### src/include/mpu_defines.svh
`ifndef MPU_DEFINES_SVH
`define MPU_DEFINES_SVH

// register and address widths
`define XLEN            32
`define PADDR_LEN       34
`define MPU_ENTRIES     16

// pmp cfg byte fields
`define PMPCFG_R_BIT    0
`define PMPCFG_W_BIT    1
`define PMPCFG_X_BIT    2
`define PMPCFG_A_BIT    4:3
`define PMPCFG_L_BIT    7

// pma cfg byte fields
`define PMACFG_C_BIT    0
`define PMACFG_E_BIT    1
`define PMACFG_A_BIT    4:3
`define PMACFG_L_BIT    7

// address matching modes
`define PMPCFG_A_OFF    2'd0
`define PMPCFG_A_TOR    2'd1
`define PMPCFG_A_NA4    2'd2
`define PMPCFG_A_NAPOT  2'd3

`define PMACFG_A_OFF    2'd0
`define PMACFG_A_TOR    2'd1
`define PMACFG_A_NA4    2'd2
`define PMACFG_A_NAPOT  2'd3

`define FAULT_CNT_W     8

`endif

### src/design/mpu_pkg.sv
`default_nettype none

`include "mpu_defines.svh"

package mpu_pkg;

    // one pmp or pma cfg byte
    typedef logic [7:0] cfg_t;

    // address register holding physical address bits 33:2
    typedef logic [`XLEN-1:0] addr_reg_t;

    typedef logic [`PADDR_LEN-1:0] paddr_t;

    // bits 5:4 pick the space, bits 3:0 the entry
    typedef logic [5:0] csr_sel_t;

    typedef enum logic [1:0] {
        PMPCFG,
        PMPADDR,
        PMACFG,
        PMAADDR
    } csr_space_e;

    typedef enum logic [1:0] {
        ACC_READ,
        ACC_WRITE,
        ACC_EXEC
    } acc_kind_e;

    typedef enum logic [1:0] {
        ST_IDLE,
        ST_LOOKUP,
        ST_RESP
    } fsm_state_e;

    typedef logic [`FAULT_CNT_W-1:0] fault_cnt_t;

endpackage

`default_nettype wire

### src/design/mpu_fault_counter.sv
`timescale 1ns/10ps
`default_nettype none

module mpu_fault_counter
    import mpu_pkg::*;
(
    input  logic       clk,
    input  logic       rst_n,
    input  logic       fault_inc,
    input  logic       fault_clr,
    output fault_cnt_t fault_cnt
);

    // clear takes priority, count holds at all ones
    always_ff @(posedge clk) begin
        if (!rst_n) begin
            fault_cnt <= '0;
        end else if (fault_clr) begin
            fault_cnt <= '0;
        end else if (fault_inc && fault_cnt != '1) begin
            fault_cnt <= fault_cnt + 1'b1;
        end
    end

    a_no_wrap: assert property (
        @(posedge clk) disable iff (!rst_n)
        (fault_cnt == '1 && !fault_clr) |=> (fault_cnt == '1)
    );

endmodule

`default_nettype wire

### config.mk
export PLATFORM = sky130hd
export DESIGN_NAME = mpu_fault_counter
export DESIGN_NICKNAME = d
export VERILOG_FILES = /design/src/design/mpu_pkg.sv /design/src/design/mpu_fault_counter.sv
export VERILOG_INCLUDE_DIRS = /design/src /design/src/include
export SDC_FILE = /design/constraint.sdc
export NUM_CORES = 1
export LEC_CHECK = 0
export BUFFER_PORTS_ARGS = -buffer_cell sky130_fd_sc_hd__clkbuf_2
export CAP_MARGIN = 40
export CELL_PAD_IN_SITES_DETAIL_PLACEMENT = 0
export CELL_PAD_IN_SITES_GLOBAL_PLACEMENT = 1
export CORE_AREA = 2 2 39 41
export DETAILED_ROUTE_END_ITERATION = 6
export DIE_AREA = 0 0 41 43
export HOLD_SLACK_MARGIN = 0.05
export PLACE_DENSITY = 0.67
export SLEW_MARGIN = 40
export SYNTH_ARGS = -nofsm -noshare
export SYNTH_HDL_FRONTEND = slang
export SYNTH_SLANG_ARGS = --single-unit
### constraint.sdc
create_clock -name clk -period 1.7 [get_ports clk]
set_input_delay 0.255 -clock clk [delete_from_list [all_inputs] [get_ports clk]]
set_output_delay 0.255 -clock clk [all_outputs]
set_load 0.05 [all_outputs]
# --- Word-level counts from Yosys, hierarchy flattened ---
# Index checks and enable logic that the tools add are counted.
# W data, S select, Z words.
totals:
  ff_bits: 8
  latchBits: 0
  mem_bits_rw: 0
  romBits: 0
  inputBits: 4
  output_inout_bits: 8
  n_memories: 0
classes:
  addsub: 1
  mul: 0
  n_div: 0
  magnitude_cmp: 0
  eq_ne: 1
  shift: 0
  muxes: 0
  bitwise: 1
  reduce_logical: 2
op_table:
  columns: ["cell", "count"]
  rows:
  - ["$add A8 B1 Y8 const B", 1]
  - ["$ne A8 B8 Y1 const B", 1]
  - ["$reduce_or A2 Y1", 1]
  - ["$logic_and A1 B1 Y1", 1]
  - ["$not A1 Y1", 1]

# --- Logic depth before layout (Yosys ltp) ---
# Gate-level depths: netlist (run 1).
logic_depth:
  word_depth: 2
  mapped_depth: 4
  ltp_nobuf: 4

# --- Worst setup path after synthesis (run 1) ---
# OpenSTA, ideal clock, no wires.
synth_timing:
  path_kind: "register to register"
  start: "register fault_cnt[0]"
  end: "register fault_cnt[7]"
  setup_ps: 91
  t_arrival_ps: 1476
  required_time_ps: 1609
  path_slack_ps: 133
  stages_incl_launch_ff: 5
  n_path_buf: 0
  synth_period_minus_slack_ps: 1567
  path_cell_list: "dfxtp_1 -> ha_1 -> and4_4 -> nor2b_2 -> a311oi_1"
synth_via:
  elab_chain_cells: 2
synth_lines:
  columns: ["item", "line", "rtl"]
  rows:
  - ["from (decl)", "mpu_fault_counter.sv:11", "output fault_cnt_t fault_cnt"]
  - ["from (signal assigned)", "mpu_fault_counter.sv:21", "fault_cnt <= fault_cnt + 1'b1;"]
  - ["branches (longest 2 deep; another with $add A8 B1 Y8)", null, null]
# Parallel ways; which one is timed is not known.
# A chain may end at the register's enable or synchronous reset.

# --- Worst setup path in the final report (run 1) ---
layout_timing:
  start: "register fault_cnt[4]"
  end: "output fault_cnt[4]"
# No word-level cell between the ends.

==> results of run 1 <==
## cell families (layout without fill, tap and decap cells)
group | after synthesis | in the layout | share of synthesized area, %
and+or+nand+nor | 22 | 22 | 32.94
AOI/OAI and AO/OA | 12 | 12 | 18.99
DFF | 8 | 8 | 37.98
muxes | 3 | 3 | 7.122
adders and majority gates | 1 | 1 | 2.967
buffers and inverters | 0 | 14 | 0
## power by group
| part | total (uW) | switching, uW | internal, uW | leakage (uW) |
|---|---|---|---|---|
| Clock | 150 | 69.0 | 81.1 | 0.0000138 |
| Combinational | 24.5 | 15.6 | 8.90 | 0.000139 |
| Sequential | 191 | 2.15 | 189 | 0.0000646 |
| Total | 366 | 86.7 | 279 | 0.000217 |
## cells in the mapped netlist
library cell,instances
sky130_fd_sc_hd__mux2i_1,3
sky130_fd_sc_hd__a21oi_1,5
sky130_fd_sc_hd__a311oi_1,1
sky130_fd_sc_hd__nor3_1,2
sky130_fd_sc_hd__o21ai_0,2
sky130_fd_sc_hd__and3_1,1
sky130_fd_sc_hd__dfxtp_1,8
sky130_fd_sc_hd__nor2b_1,3
sky130_fd_sc_hd__and4_1,4
sky130_fd_sc_hd__a31oi_1,2
sky130_fd_sc_hd__nand2_1,5
sky130_fd_sc_hd__nand4_1,1
sky130_fd_sc_hd__a211oi_2,1
sky130_fd_sc_hd__and4_4,1
sky130_fd_sc_hd__nand3_1,1
sky130_fd_sc_hd__nor2b_2,1
sky130_fd_sc_hd__nand2b_1,3
sky130_fd_sc_hd__ha_1,1
sky130_fd_sc_hd__a21boi_2,1
## per-layer routing
layer | global-route usage, % | wire length [microns] | up-vias | share of wire (%)
li1 | - | - | 207 | -
met1 | 19.03 | 482 | 191 | 50
met2 | 15.94 | 419 | 13 | 43
met3 | 3.141 | 59 | 2 | 6.1
met4 | 12.00 | 9 | 0 | 0.93
met5 | 0 | 0 | - | 0
## final cells by class
| cell class | instances | area (sq um) | area share, % |
|---|---|---|---|
| Tap cell | 16 | 20.02 | 3.855 |
| Sequential cell | 8 | 160.2 | 30.84 |
| Timing Repair Buffer | 11 | 55.05 | 10.60 |
| Multi-Input combinational cell | 38 | 261.5 | 50.36 |
| Clock buffer | 3 | 22.52 | 4.337 |
## stage by stage
step           instance area (sq um)  worst slack [ns]  power [uW]  util, %  hold slack, ns
2_1_floorplan                  421.7            0.1329       210.9        -          0.4379
3_3_place_gp                   496.7            0.4107       220.2    35.90          0.4925
3_5_place_dp                   496.7            0.3870       220.2    35.90          0.5102
4_1_cts                        519.2            0.3684       375.2    37.52          0.3188
5_1_grt                        519.2            0.3132       386.7    37.52          0.3407
6_report                       519.2            0.3705       365.9    37.52          0.3215
## cells in the final DEF, fill, tap and decap left out
cell,instances
sky130_fd_sc_hd__clkbuf_2,11
sky130_fd_sc_hd__dfxtp_1,8
sky130_fd_sc_hd__a21oi_1,5
sky130_fd_sc_hd__nand2_1,5
sky130_fd_sc_hd__and4_1,4
sky130_fd_sc_hd__nand2b_1,3
sky130_fd_sc_hd__nor2b_1,3
sky130_fd_sc_hd__mux2i_1,3
sky130_fd_sc_hd__clkbuf_4,3
sky130_fd_sc_hd__a31oi_1,2
sky130_fd_sc_hd__nor3_1,2
sky130_fd_sc_hd__o21ai_0,2
sky130_fd_sc_hd__and3_1,1
sky130_fd_sc_hd__nand3_1,1
sky130_fd_sc_hd__and4_4,1
sky130_fd_sc_hd__a21boi_2,1
sky130_fd_sc_hd__nand4_1,1
sky130_fd_sc_hd__a211oi_2,1
sky130_fd_sc_hd__nor2b_2,1
sky130_fd_sc_hd__a311oi_1,1
sky130_fd_sc_hd__ha_1,1
## worst max path at each step
stage | from | slack, ns | to
final | fault_cnt[4]$_SDFFE_PP0P_ | 0.37 | fault_cnt[4]
after global routing | fault_cnt[0]$_SDFFE_PP0P_ | 0.31 | fault_cnt[7]$_SDFFE_PP0P_
after CTS | fault_cnt[4]$_SDFFE_PP0P_ | 0.37 | fault_cnt[4]
after detailed placement | fault_cnt[0]$_SDFFE_PP0P_ | 0.39 | fault_cnt[5]$_SDFFE_PP0P_
after global placement | fault_cnt[0]$_SDFFE_PP0P_ | 0.41 | fault_cnt[5]$_SDFFE_PP0P_
after floorplan | fault_cnt[0]$_SDFFE_PP0P_ | 0.13 | fault_cnt[7]$_SDFFE_PP0P_
==> insert_results.sql, run 1 <==
INSERT INTO impl_metrics (metric_group, metric, value, unit) VALUES
('outcome', 'outcome', 'finished clean', ''),
('setup_path', 'timing.rr.end', 'fault_cnt[5]$_SDFFE_PP0P_', ''),
('timing', 'setup_repair_after_global_routing_missed_its_margin', 'false', ''),
('synthesis', 'mappedNetlistNets', '51', ''),
('setup_path', 'worst_reg2reg_setup_slack', '0.38', 'ns'),
('detailed_routing', 'vias_per_cell', '5.434', ''),
('setup_path', 'critical_path_peak_fanout', '9', ''),
('grt', 'grt_antenna_before_repair', '0', ''),
('clock_tree', 'cts-resized-gates', '0', ''),
('layout', 'layout.cells.non_filler', '76', ''),
('timing', 'worst_pin_slew', '0.5415', 'ns'),
('setup_path', 'critical-path-max-stage-delay', '0.48', 'ns'),
('layout', 'top_regs', 'fault_cnt: 8 flops', ''),
('layout', 'largest_reg_flops', '8', ''),
('synthesis', 'netlist_area', '421.7', 'sq um'),
('floorplanning', 'die_h', '43', 'microns'),
('layout', 'antenna-diode-count', '0', ''),
('timing', 'report.final.hold_viol_count', '0', ''),
('job', 'max_cap_violations', '0', ''),
('clock_tree', 'cts_htree_levels', '1', ''),
('pwr', 'powerDensity', '704.6', 'nW/um^2'),
('detailed_routing', 'wl_per_cell', '12.78', 'microns'),
('clock_tree', 'post_cts_hold_fix_bufs', '0', ''),
('synthesis', 'synth_top_area_cell', 'sky130_fd_sc_hd__dfxtp_1', ''),
('timing', 'max-slew-margin-rel', '63.83', '%'),
('clock_tree', 'cts.sink_count', '8', ''),
('timing', 'post-route-min-period', '1.330', 'ns'),
('floorplanning', 'die_w', '41', 'microns'),
('synthesis', 'yosysUniqueCellTypes', '19', ''),
('detailed_routing', 'first_iteration_detailed_routing_drc_count', '17', ''),
('place', 'place_hpwl', '663.7', 'microns'),
('worst_hold_path', 'min-delay-path-class', 'in2reg', ''),
('clock_tree', 'insertion_delay', '0.26', 'ns'),
('setup_path', 'worst-endpoint-arrival', '1.07', 'ns'),
('timing', 'clock.fmax', '752.2', 'MHz'),
('layout', 'fraction_of_layout_cells_with_a_size_suffix_above_1', '30.00', '%'),
('setup_path', 'r2r_cells', '4', ''),
('grt', 'groute.usage.overall', '13.47', '%'),
('setup_path', 'cp_data_required_time', '1.44', 'ns'),
('detailed_routing', 'detail_route.first_pass.iterations', '4', ''),
('place', 'number_of_input_and_output_port_buffers_inserted', '11', ''),
('grt', 'grt_pass1_vias', '327', ''),
('setup_path', 'worst-path-stages', '1', ''),
('detailed_routing', 'vias', '413', ''),
('clock_tree', 'post-cts-setup-buffers', '0', ''),
('layout', 'largest-register', 'fault_cnt', ''),
('worst_hold_path', 'hp-start', 'rst_n', ''),
('synthesis', 'seq_area_frac_synth', '37.98', '%'),
('setup_path', 'crit-reg2reg-launch', 'fault_cnt[0]$_SDFFE_PP0P_', ''),
('setup_path', 'cp_buf_inv_count', '1', ''),
('setup_path', 'criticalPathCategory', 'reg2out', ''),
('setup_path', 'crit_family', 'flip-flops', ''),
('synthesis', 'ys_warn_count', '0', ''),
('clock_tree', 'cts-root-buf', 'sky130_fd_sc_hd__clkbuf_4', ''),
('clock_tree', 'number_of_buffers_on_the_longest_clock_path', '2', ''),
('floorplanning', 'top_level_ports', '12', ''),
('grt', 'wire_length_of_the_first_global_routing_pass', '1.518', 'mm'),
('grt', 'grt_max_degree', '10', ''),
('worst_hold_path', 'worst_hold_path.num_cells', '3', ''),
('layout', 'final.fill_count', '152', ''),
('timing', 'final.setup.tns', '0', 'ns'),
('detailed_routing', 'drcViolationCount', '0', ''),
('pwr', 'cellLeakagePower', '0.0002171', 'uW'),
('timing', 'final.setup_skew', '0.004412', 'ns'),
('clock_tree', 'clk_pin_slew', '0.06', 'ns'),
('floorplanning', 'initial_core_util', '30.47', '%'),
('timing', 'finalMaxSlewViolations', '0', ''),
('floorplanning', 'rows', '14', ''),
('setup_path', 'worst_setup_path_end_kind', 'output port', ''),
('layout', 'design.final.nets', '67', ''),
('timing', 'post-route-period-util', '78.21', '%');
(Power assumes the default switching activity.)
==> run 2, diff against run 1 <==
Clock period 1.7 ns to 1.3 ns, I/O delays scaled along.
==> run 2 against run 1 <==
  * Setup slack worse by 0.33 ns
  * Register-to-register slack worse by 0.34 ns
  * Sequential share of layout area is 0.96 points higher
  * Clock-buffer cell count is 1 higher
  * Critical path type is now reg2reg
  * Critical path depth is 3 higher
==> insert_results.sql, run 2 (synthesized netlist as in run 1, its figures left out) <==
INSERT INTO impl_metrics (metric_group, metric, value, unit) VALUES
('outcome', 'outcome', 'finished clean', ''),
('job', 'max_cap_violations', '0', ''),
('pwr', 'total_switching_power', '116.1', 'uW'),
('place', 'place_hpwl', '704.7', 'microns'),
('timing', 'setup_violations', '0', ''),
('clock_tree', 'cts.sink_count', '8', ''),
('timing', 'timing.final.ws_setup', '0.04471', 'ns'),
('place', 'gpl.final_weighted_congestion', '0.7383', ''),
('grt', 'grt_max_degree', '10', ''),
('setup_path', 'critical_path_peak_fanout', '6', ''),
('grt', 'grt_antenna_before_repair', '0', ''),
('detailed_routing', 'detail_route.first_pass.iterations', '4', ''),
('floorplanning', 'top_level_ports', '12', ''),
('clock_tree', 'tritoncts.num_buffers', '3', ''),
('detailed_routing', 'drcViolationCount', '0', ''),
('layout', 'final.fill_count', '148', ''),
('detailed_routing', 'postRouteAntennaNets', '0', ''),
('setup_path', 'worst-endpoint-arrival', '1.44', 'ns'),
('detailed_routing', 'vias_per_cell', '5.333', ''),
('pwr', 'internal-power', '376.3', 'uW'),
('clock_tree', 'cts-resized-gates', '0', ''),
('timing', 'final.setup_skew', '0.005627', 'ns'),
('grt', 'groute.usage.overall', '12.66', '%'),
('detailed_routing', 'wl_per_cell', '12.42', 'microns'),
('place', 'number_of_input_and_output_port_buffers_inserted', '11', ''),
('timing', 'clock.fmax', '796.6', 'MHz'),
('layout', 'largest_reg_flops', '8', ''),
('layout', 'register_area', '173.9', 'sq um'),
('pwr', 'seq_power_share', '50.3', '%'),
('layout', 'top_regs', 'fault_cnt: 8 flops', ''),
('pwr', 'share_comb_of_total_power', '7.0', '%'),
('timing', 'setup_repair_after_global_routing_missed_its_margin', 'true', ''),
('floorplanning', 'die_h', '43', 'microns'),
('pwr', 'p_total', '492.4', 'uW'),
('setup_path', 'criticalPathCategory', 'reg2reg', ''),
('clock_tree', 'cts_tree', 'built', ''),
('pwr', 'cellLeakagePower', '0.0002246', 'uW'),
('timing', 'finalMaxSlewViolations', '0', ''),
('detailed_routing', 'first_iteration_detailed_routing_drc_count', '22', ''),
('layout', 'commonest_non_fill_non_tap_cell_in_the_layout', 'sky130_fd_sc_hd__clkbuf_2', ''),
('pwr', 'switching_share_of_total_power', '23.57', '%'),
('timing', 'worst_pin_slew', '0.2776', 'ns'),
('detailed_routing', 'route.final.wire_length', '969', 'microns'),
('grt', 'wire_length_of_the_first_global_routing_pass', '1.449', 'mm'),
('floorplanning', 'initial_core_util', '30.47', '%'),
('clock_tree', 'insertion_delay', '0.26', 'ns'),
('timing', 'fin_hold_ws', '0.2654', 'ns'),
('place', 'preCtsSetupSlack', '0.04730', 'ns'),
('layout', 'design.final.nets', '68', ''),
('timing', 'report.final.hold_viol_count', '0', ''),
('layout', 'commonest_non_fill_non_tap_cells_in_the_layout', 'sky130_fd_sc_hd__clkbuf_2 (11), sky130_fd_sc_hd__a21oi_1 (5), sky130_fd_sc_hd__nand2_1 (5), sky130_fd_sc_hd__dfxtp_2 (5), sky130_fd_sc_hd__and4_1 (4)', ''),
('clock_tree', 'number_of_buffers_on_the_longest_clock_path', '2', ''),
('layout', 'multi_input_area', '264.0', 'sq um'),
('grt', 'global_route_total_overflow', '0', ''),
('floorplanning', 'die_area', '1763', 'sq um'),
('setup_path', 'cp_data_required_time', '1.48', 'ns'),
('layout', 'fraction_of_layout_cells_with_a_size_suffix_above_1', '43.55', '%'),
('pwr', 'clock_power_share', '42.7', '%'),
('clock_tree', 'post_cts_hold_fix_bufs', '0', ''),
('layout', 'largest-register', 'fault_cnt', ''),
('timing', 'post-route-min-period', '1.255', 'ns'),
('timing', 'max-slew-margin-rel', '81.57', '%'),
('floorplanning', 'die_w', '41', 'microns'),
('clock_tree', 'cts-root-buf', 'sky130_fd_sc_hd__clkbuf_4', ''),
('setup_path', 'critical_path.startpoint_type', 'flip-flop', ''),
('clock_tree', 'cts_htree_levels', '1', ''),
('layout', 'antenna-diode-count', '0', ''),
('detailed_routing', 'vias', '416', ''),
('setup_path', 'worst_setup_path_end_kind', 'flip-flop', ''),
('clock_tree', 'post-cts-setup-buffers', '0', ''),
('grt', 'grt_pass1_vias', '323', ''),
('worst_hold_path', 'min-delay-path-class', 'in2reg', ''),
('floorplanning', 'rows', '14', ''),
('pwr', 'powerDensity', '900.6', 'nW/um^2'),
('timing', 'post-route-period-util', '96.56', '%'),
('pwr', 'vdd_ir_drop_max', '0.4200', 'mV'),
('floorplanning', 'floorplan.core_area', '1384', 'sq um'),
('layout', 'syn2layout_area_growth', '29.67', '%'),
('clock_tree', 'clk_pin_slew', '0.06', 'ns');
## run 2: worst paths after layout
kind	start	to	slack, ns	cells past startpoint
max	fault_cnt[0]$_SDFFE_PP0P_	fault_cnt[5]$_SDFFE_PP0P_	0.04	4
min	rst_n	fault_cnt[7]$_SDFFE_PP0P_	0.27	3
max reg2reg	fault_cnt[0]$_SDFFE_PP0P_	fault_cnt[5]$_SDFFE_PP0P_	0.04	4
min reg2reg	fault_cnt[1]$_SDFFE_PP0P_	fault_cnt[1]$_SDFFE_PP0P_	0.49	2
## run 2: worst max-delay path, cell delays in order (launching register included)
cell and delay, ns:
sky130_fd_sc_hd__dfxtp_4 0.36, sky130_fd_sc_hd__ha_2 0.20, sky130_fd_sc_hd__and4_4 0.21, sky130_fd_sc_hd__a211oi_2 0.20, sky130_fd_sc_hd__mux2i_1 0.20
## run 2: through the flow
stage / TNS [ns] / std cells / instance area (sq um) / util [%]
global placement: 0 / 74 / 520.5 / 37.61
floorplan: 0 / 46 / 437.9 / -
CTS: 0 / 78 / 546.8 / 39.51
global route: -0.007245 / 78 / 546.8 / 39.51
detailed placement: 0 / 74 / 520.5 / 37.61
finish: 0 / 78 / 546.8 / 39.51
## run 2: power groups by stage
| stage | clock, uW | combinational, uW | sequential (uW) |
|---|---|---|---|
| 4_1_cts | 221 | 34.9 | 248 |
| 6_report | 210 | 34.6 | 248 |
| 3_5_place_dp | 0 | 34.8 | 253 |
| 5_1_grt | 236 | 38.1 | 248 |
| 2_1_floorplan | 0 | 13.3 | 260 |
| 3_3_place_gp | 0 | 35.2 | 253 |
## run 2: final cells by class
type	count	share of cell area, %
clock buffers	4	4.805
flip-flops and latches	8	31.81
well taps	16	3.661
repair buffers	12	11.44
multi-input cells	38	48.28
## run 2: metal layers
metal,global-route usage (%),vias to the layer above,wire length [microns]
met1,17.10,185,457
met3,7.853,2,86
met4,4.000,0,10
met2,16.25,18,414
li1,-,211,-
met5,0,-,0
==> run 3, diff against run 2 <==
Settings changed: BUFFER_PORTS_ARGS -buffer_cell sky130_fd_sc_hd__clkbuf_2 to -buffer_cell sky130_fd_sc_hd__buf_2, CORE_AREA 2 2 39 41 to unset, CORE_MARGIN set to 2, CORE_UTILIZATION set to 31, DIE_AREA 0 0 41 43 to unset, PLACE_DENSITY 0.67 to 0.69.
Clock period 1.3 ns to 1 ns, I/O delays scaled along.
==> run 3 against run 2 <==
  * The run now ends with setup timing left
  * Setup slack got worse by 0.19 ns
  * Sequential cell count unchanged
  * Sequential share of layout area decreased by 7.7 points
  * Via count increased by 13%
  * Clock power increased by 30%
  * Critical path type unchanged
  * Critical endpoint unchanged
  * Largest power group unchanged
  * Highest routed layer unchanged
==> insert_results.sql, run 3 (synthesized netlist as in run 1, its figures left out) <==
INSERT INTO impl_metrics (metric_group, metric, value, unit) VALUES
('outcome', 'outcome', 'complete, but fails checks', ''),
('outcome', 'violations', 'setup timing', ''),
('layout', 'top_regs', 'fault_cnt: 8 flops', ''),
('grt', 'global_route_total_overflow', '0', ''),
('timing', 'report.final.hold_viol_count', '0', ''),
('floorplanning', 'floorplan.core_area', '1285', 'sq um'),
('layout', 'design.final.nets', '80', ''),
('setup_path', 'criticalPathCategory', 'reg2reg', ''),
('clock_tree', 'cts-root-buf', 'sky130_fd_sc_hd__clkbuf_4', ''),
('detailed_routing', 'postRouteAntennaNets', '0', ''),
('timing', 'post-route-period-util', '114.5', '%'),
('detailed_routing', 'first_iteration_detailed_routing_drc_count', '6', ''),
('setup_path', 'worst_reg2reg_setup_slack', '-0.15', 'ns'),
('floorplanning', 'die_w', '40.88', 'microns'),
('floorplanning', 'initial_core_util', '32.81', '%'),
('clock_tree', 'post_cts_hold_fix_bufs', '0', ''),
('detailed_routing', 'vias_per_cell', '5.281', ''),
('layout', 'commonest_non_fill_non_tap_cell_in_the_layout', 'sky130_fd_sc_hd__buf_6', ''),
('clock_tree', 'tritoncts.num_buffers', '3', ''),
('timing', 'finalMaxSlewViolations', '0', ''),
('grt', 'grt_pass1_vias', '358', ''),
('layout', 'largest_reg_flops', '8', ''),
('floorplanning', 'top_level_ports', '12', ''),
('pwr', 'powerDensity', '844.7', 'nW/um^2'),
('place', 'number_of_input_and_output_port_buffers_inserted', '11', ''),
('layout', 'final.fill_count', '111', ''),
('pwr', 'cellLeakagePower', '0.0003132', 'uW'),
('setup_path', 'r2r_cells', '4', ''),
('place', 'preCtsSetupSlack', '-0.1705', 'ns'),
('layout', 'register_area', '185.2', 'sq um'),
('detailed_routing', 'drcViolationCount', '0', ''),
('layout', 'commonest_non_fill_non_tap_cells_in_the_layout', 'sky130_fd_sc_hd__buf_6 (8), sky130_fd_sc_hd__buf_4 (7), sky130_fd_sc_hd__dfxtp_4 (6), sky130_fd_sc_hd__buf_8 (6)', ''),
('layout', 'syn2layout_area_growth', '82.20', '%'),
('clock_tree', 'cts.sink_count', '8', ''),
('timing', 'setup_violations', '15', ''),
('floorplanning', 'rows', '13', ''),
('grt', 'wire_length_of_the_first_global_routing_pass', '1.518', 'mm'),
('place', 'place_hpwl', '796', 'microns'),
('clock_tree', 'clk_pin_slew', '0.06', 'ns'),
('setup_path', 'timing.rr.end', 'fault_cnt[5]$_SDFFE_PP0P_', ''),
('timing', 'final.setup_skew', '0.009430', 'ns'),
('detailed_routing', 'route.final.wire_length', '1.178', 'mm'),
('setup_path', 'worst-endpoint-arrival', '1.33', 'ns'),
('floorplanning', 'die_area', '1671', 'sq um'),
('setup_path', 'critical_path_peak_fanout', '4', ''),
('clock_tree', 'insertion_delay', '0.26', 'ns'),
('timing', 'post-route-min-period', '1.145', 'ns'),
('job', 'max_cap_violations', '0', ''),
('setup_path', 'worst_setup_path_end_kind', 'flip-flop', ''),
('detailed_routing', 'detail_route.first_pass.iterations', '4', ''),
('setup_path', 'crit-reg2reg-launch', 'fault_cnt[1]$_SDFFE_PP0P_', ''),
('timing', 'setup_repair_after_global_routing_missed_its_margin', 'true', ''),
('setup_path', 'critical_path.startpoint_type', 'flip-flop', ''),
('detailed_routing', 'vias', '470', ''),
('grt', 'grtUsageMet3', '3.261', '%'),
('clock_tree', 'cts_htree_levels', '1', ''),
('timing', 'fin_hold_ws', '0.2583', 'ns'),
('layout', 'antenna-diode-count', '0', ''),
('clock_tree', 'cts_tree', 'built', ''),
('pwr', 'p_total', '649.0', 'uW'),
('grt', 'grt.busiest_layer', 'met2', ''),
('worst_hold_path', 'min-delay-path-class', 'in2reg', ''),
('layout', 'multi_input_area', '290.3', 'sq um'),
('grt', 'grt_max_degree', '9', ''),
('timing', 'clock.fmax', '873.3', 'MHz'),
('timing', 'timing.final.ws_setup', '-0.1450', 'ns'),
('layout', 'layout.cells.non_filler', '89', ''),
('grt', 'grt_antenna_before_repair', '0', ''),
('grt', 'grtUsageMet2', '23.44', '%'),
('detailed_routing', 'wl_per_cell', '13.24', 'microns'),
('timing', 'max-slew-margin-rel', '87.08', '%'),
('layout', 'largest-register', 'fault_cnt', ''),
('place', 'gpl.final_weighted_congestion', '0.7722', ''),
('setup_path', 'cp_data_required_time', '1.18', 'ns'),
('clock_tree', 'number_of_buffers_on_the_longest_clock_path', '2', ''),
('grt', 'grtUsageMet1', '16.67', '%'),
('place', 'dp.cells', '80', ''),
('layout', 'fraction_of_layout_cells_with_a_size_suffix_above_1', '59.46', '%'),
('pwr', 'vdd_ir_drop_max', '0.4486', 'mV'),
('grt', 'groute.usage.overall', '14.49', '%'),
('floorplanning', 'die_h', '40.88', 'microns'),
('setup_path', 'crit_path_start', 'fault_cnt[1]$_SDFFE_PP0P_', ''),
('timing', 'worst_pin_slew', '0.1935', 'ns'),
('setup_path', 'worstSetupEndpoint', 'fault_cnt[5]$_SDFFE_PP0P_', '');
## run 3: cell count changes in the layout (fill, tap and decap cells not counted), sizes merged
cell,change
clkbuf,-11
buf,+23
## run 3: layout make-up
class                           count  share of cell area, %
Sequential cell                     8                  24.10
Tap cell                           15                  2.443
Clock buffer                        4                  3.420
Multi-Input combinational cell     38                  37.78
Timing Repair Buffer               24                  32.25
## run 3: worst min path at each step
stage	from	slack [ns]	to	cells after the start
after floorplan	rst_n	0.32	fault_cnt[7]$_SDFFE_PP0P_	2
after global placement	rst_n	0.49	fault_cnt[7]$_SDFFE_PP0P_	3
after detailed placement	rst_n	0.50	fault_cnt[7]$_SDFFE_PP0P_	3
after CTS	rst_n	0.24	fault_cnt[6]$_SDFFE_PP0P_	3
after global routing	rst_n	0.27	fault_cnt[6]$_SDFFE_PP0P_	3
final	rst_n	0.26	fault_cnt[6]$_SDFFE_PP0P_	3
## run 3: metal layers
metal	up-vias	wire length (microns)
li1	232	-
met1	229	520
met2	7	623
met3	2	25
met4	0	10
met5	-	0
## run 3: what timing repair did
item,CTS,global route
cloned,0,0
resized for setup,25,10
endpoints found under the setup margin,15,16
setup buffers,3,2
pin swaps,8,5
## run 3: stage by stage
stage	utilization (%)	cell area [sq um]	setup TNS, ns
after global placement	46.35	595.6	-0.7288
after floorplan	-	461.7	-1.246
after detailed placement	46.35	595.6	-0.8434
after CTS	56.28	723.2	-1.135
final	59.79	768.2	-0.9583
after global routing	59.79	768.2	-1.376
## run 3: critical path: stages (launching register included)
cell,delay [ns]
sky130_fd_sc_hd__dfxtp_4,0.35
sky130_fd_sc_hd__ha_4,0.15
sky130_fd_sc_hd__and4_4,0.16
sky130_fd_sc_hd__a211oi_2,0.21
sky130_fd_sc_hd__mux2i_1,0.20
## run 3: power breakdown
group | leakage [uW] | switching [uW] | internal, uW | total, uW
clock | 0.0000150 | 120 | 153 | 273
sequential | 0.0000704 | 3.29 | 307 | 311
combinational | 0.000228 | 33.8 | 31.4 | 65.2
total | 0.000313 | 157 | 492 | 649
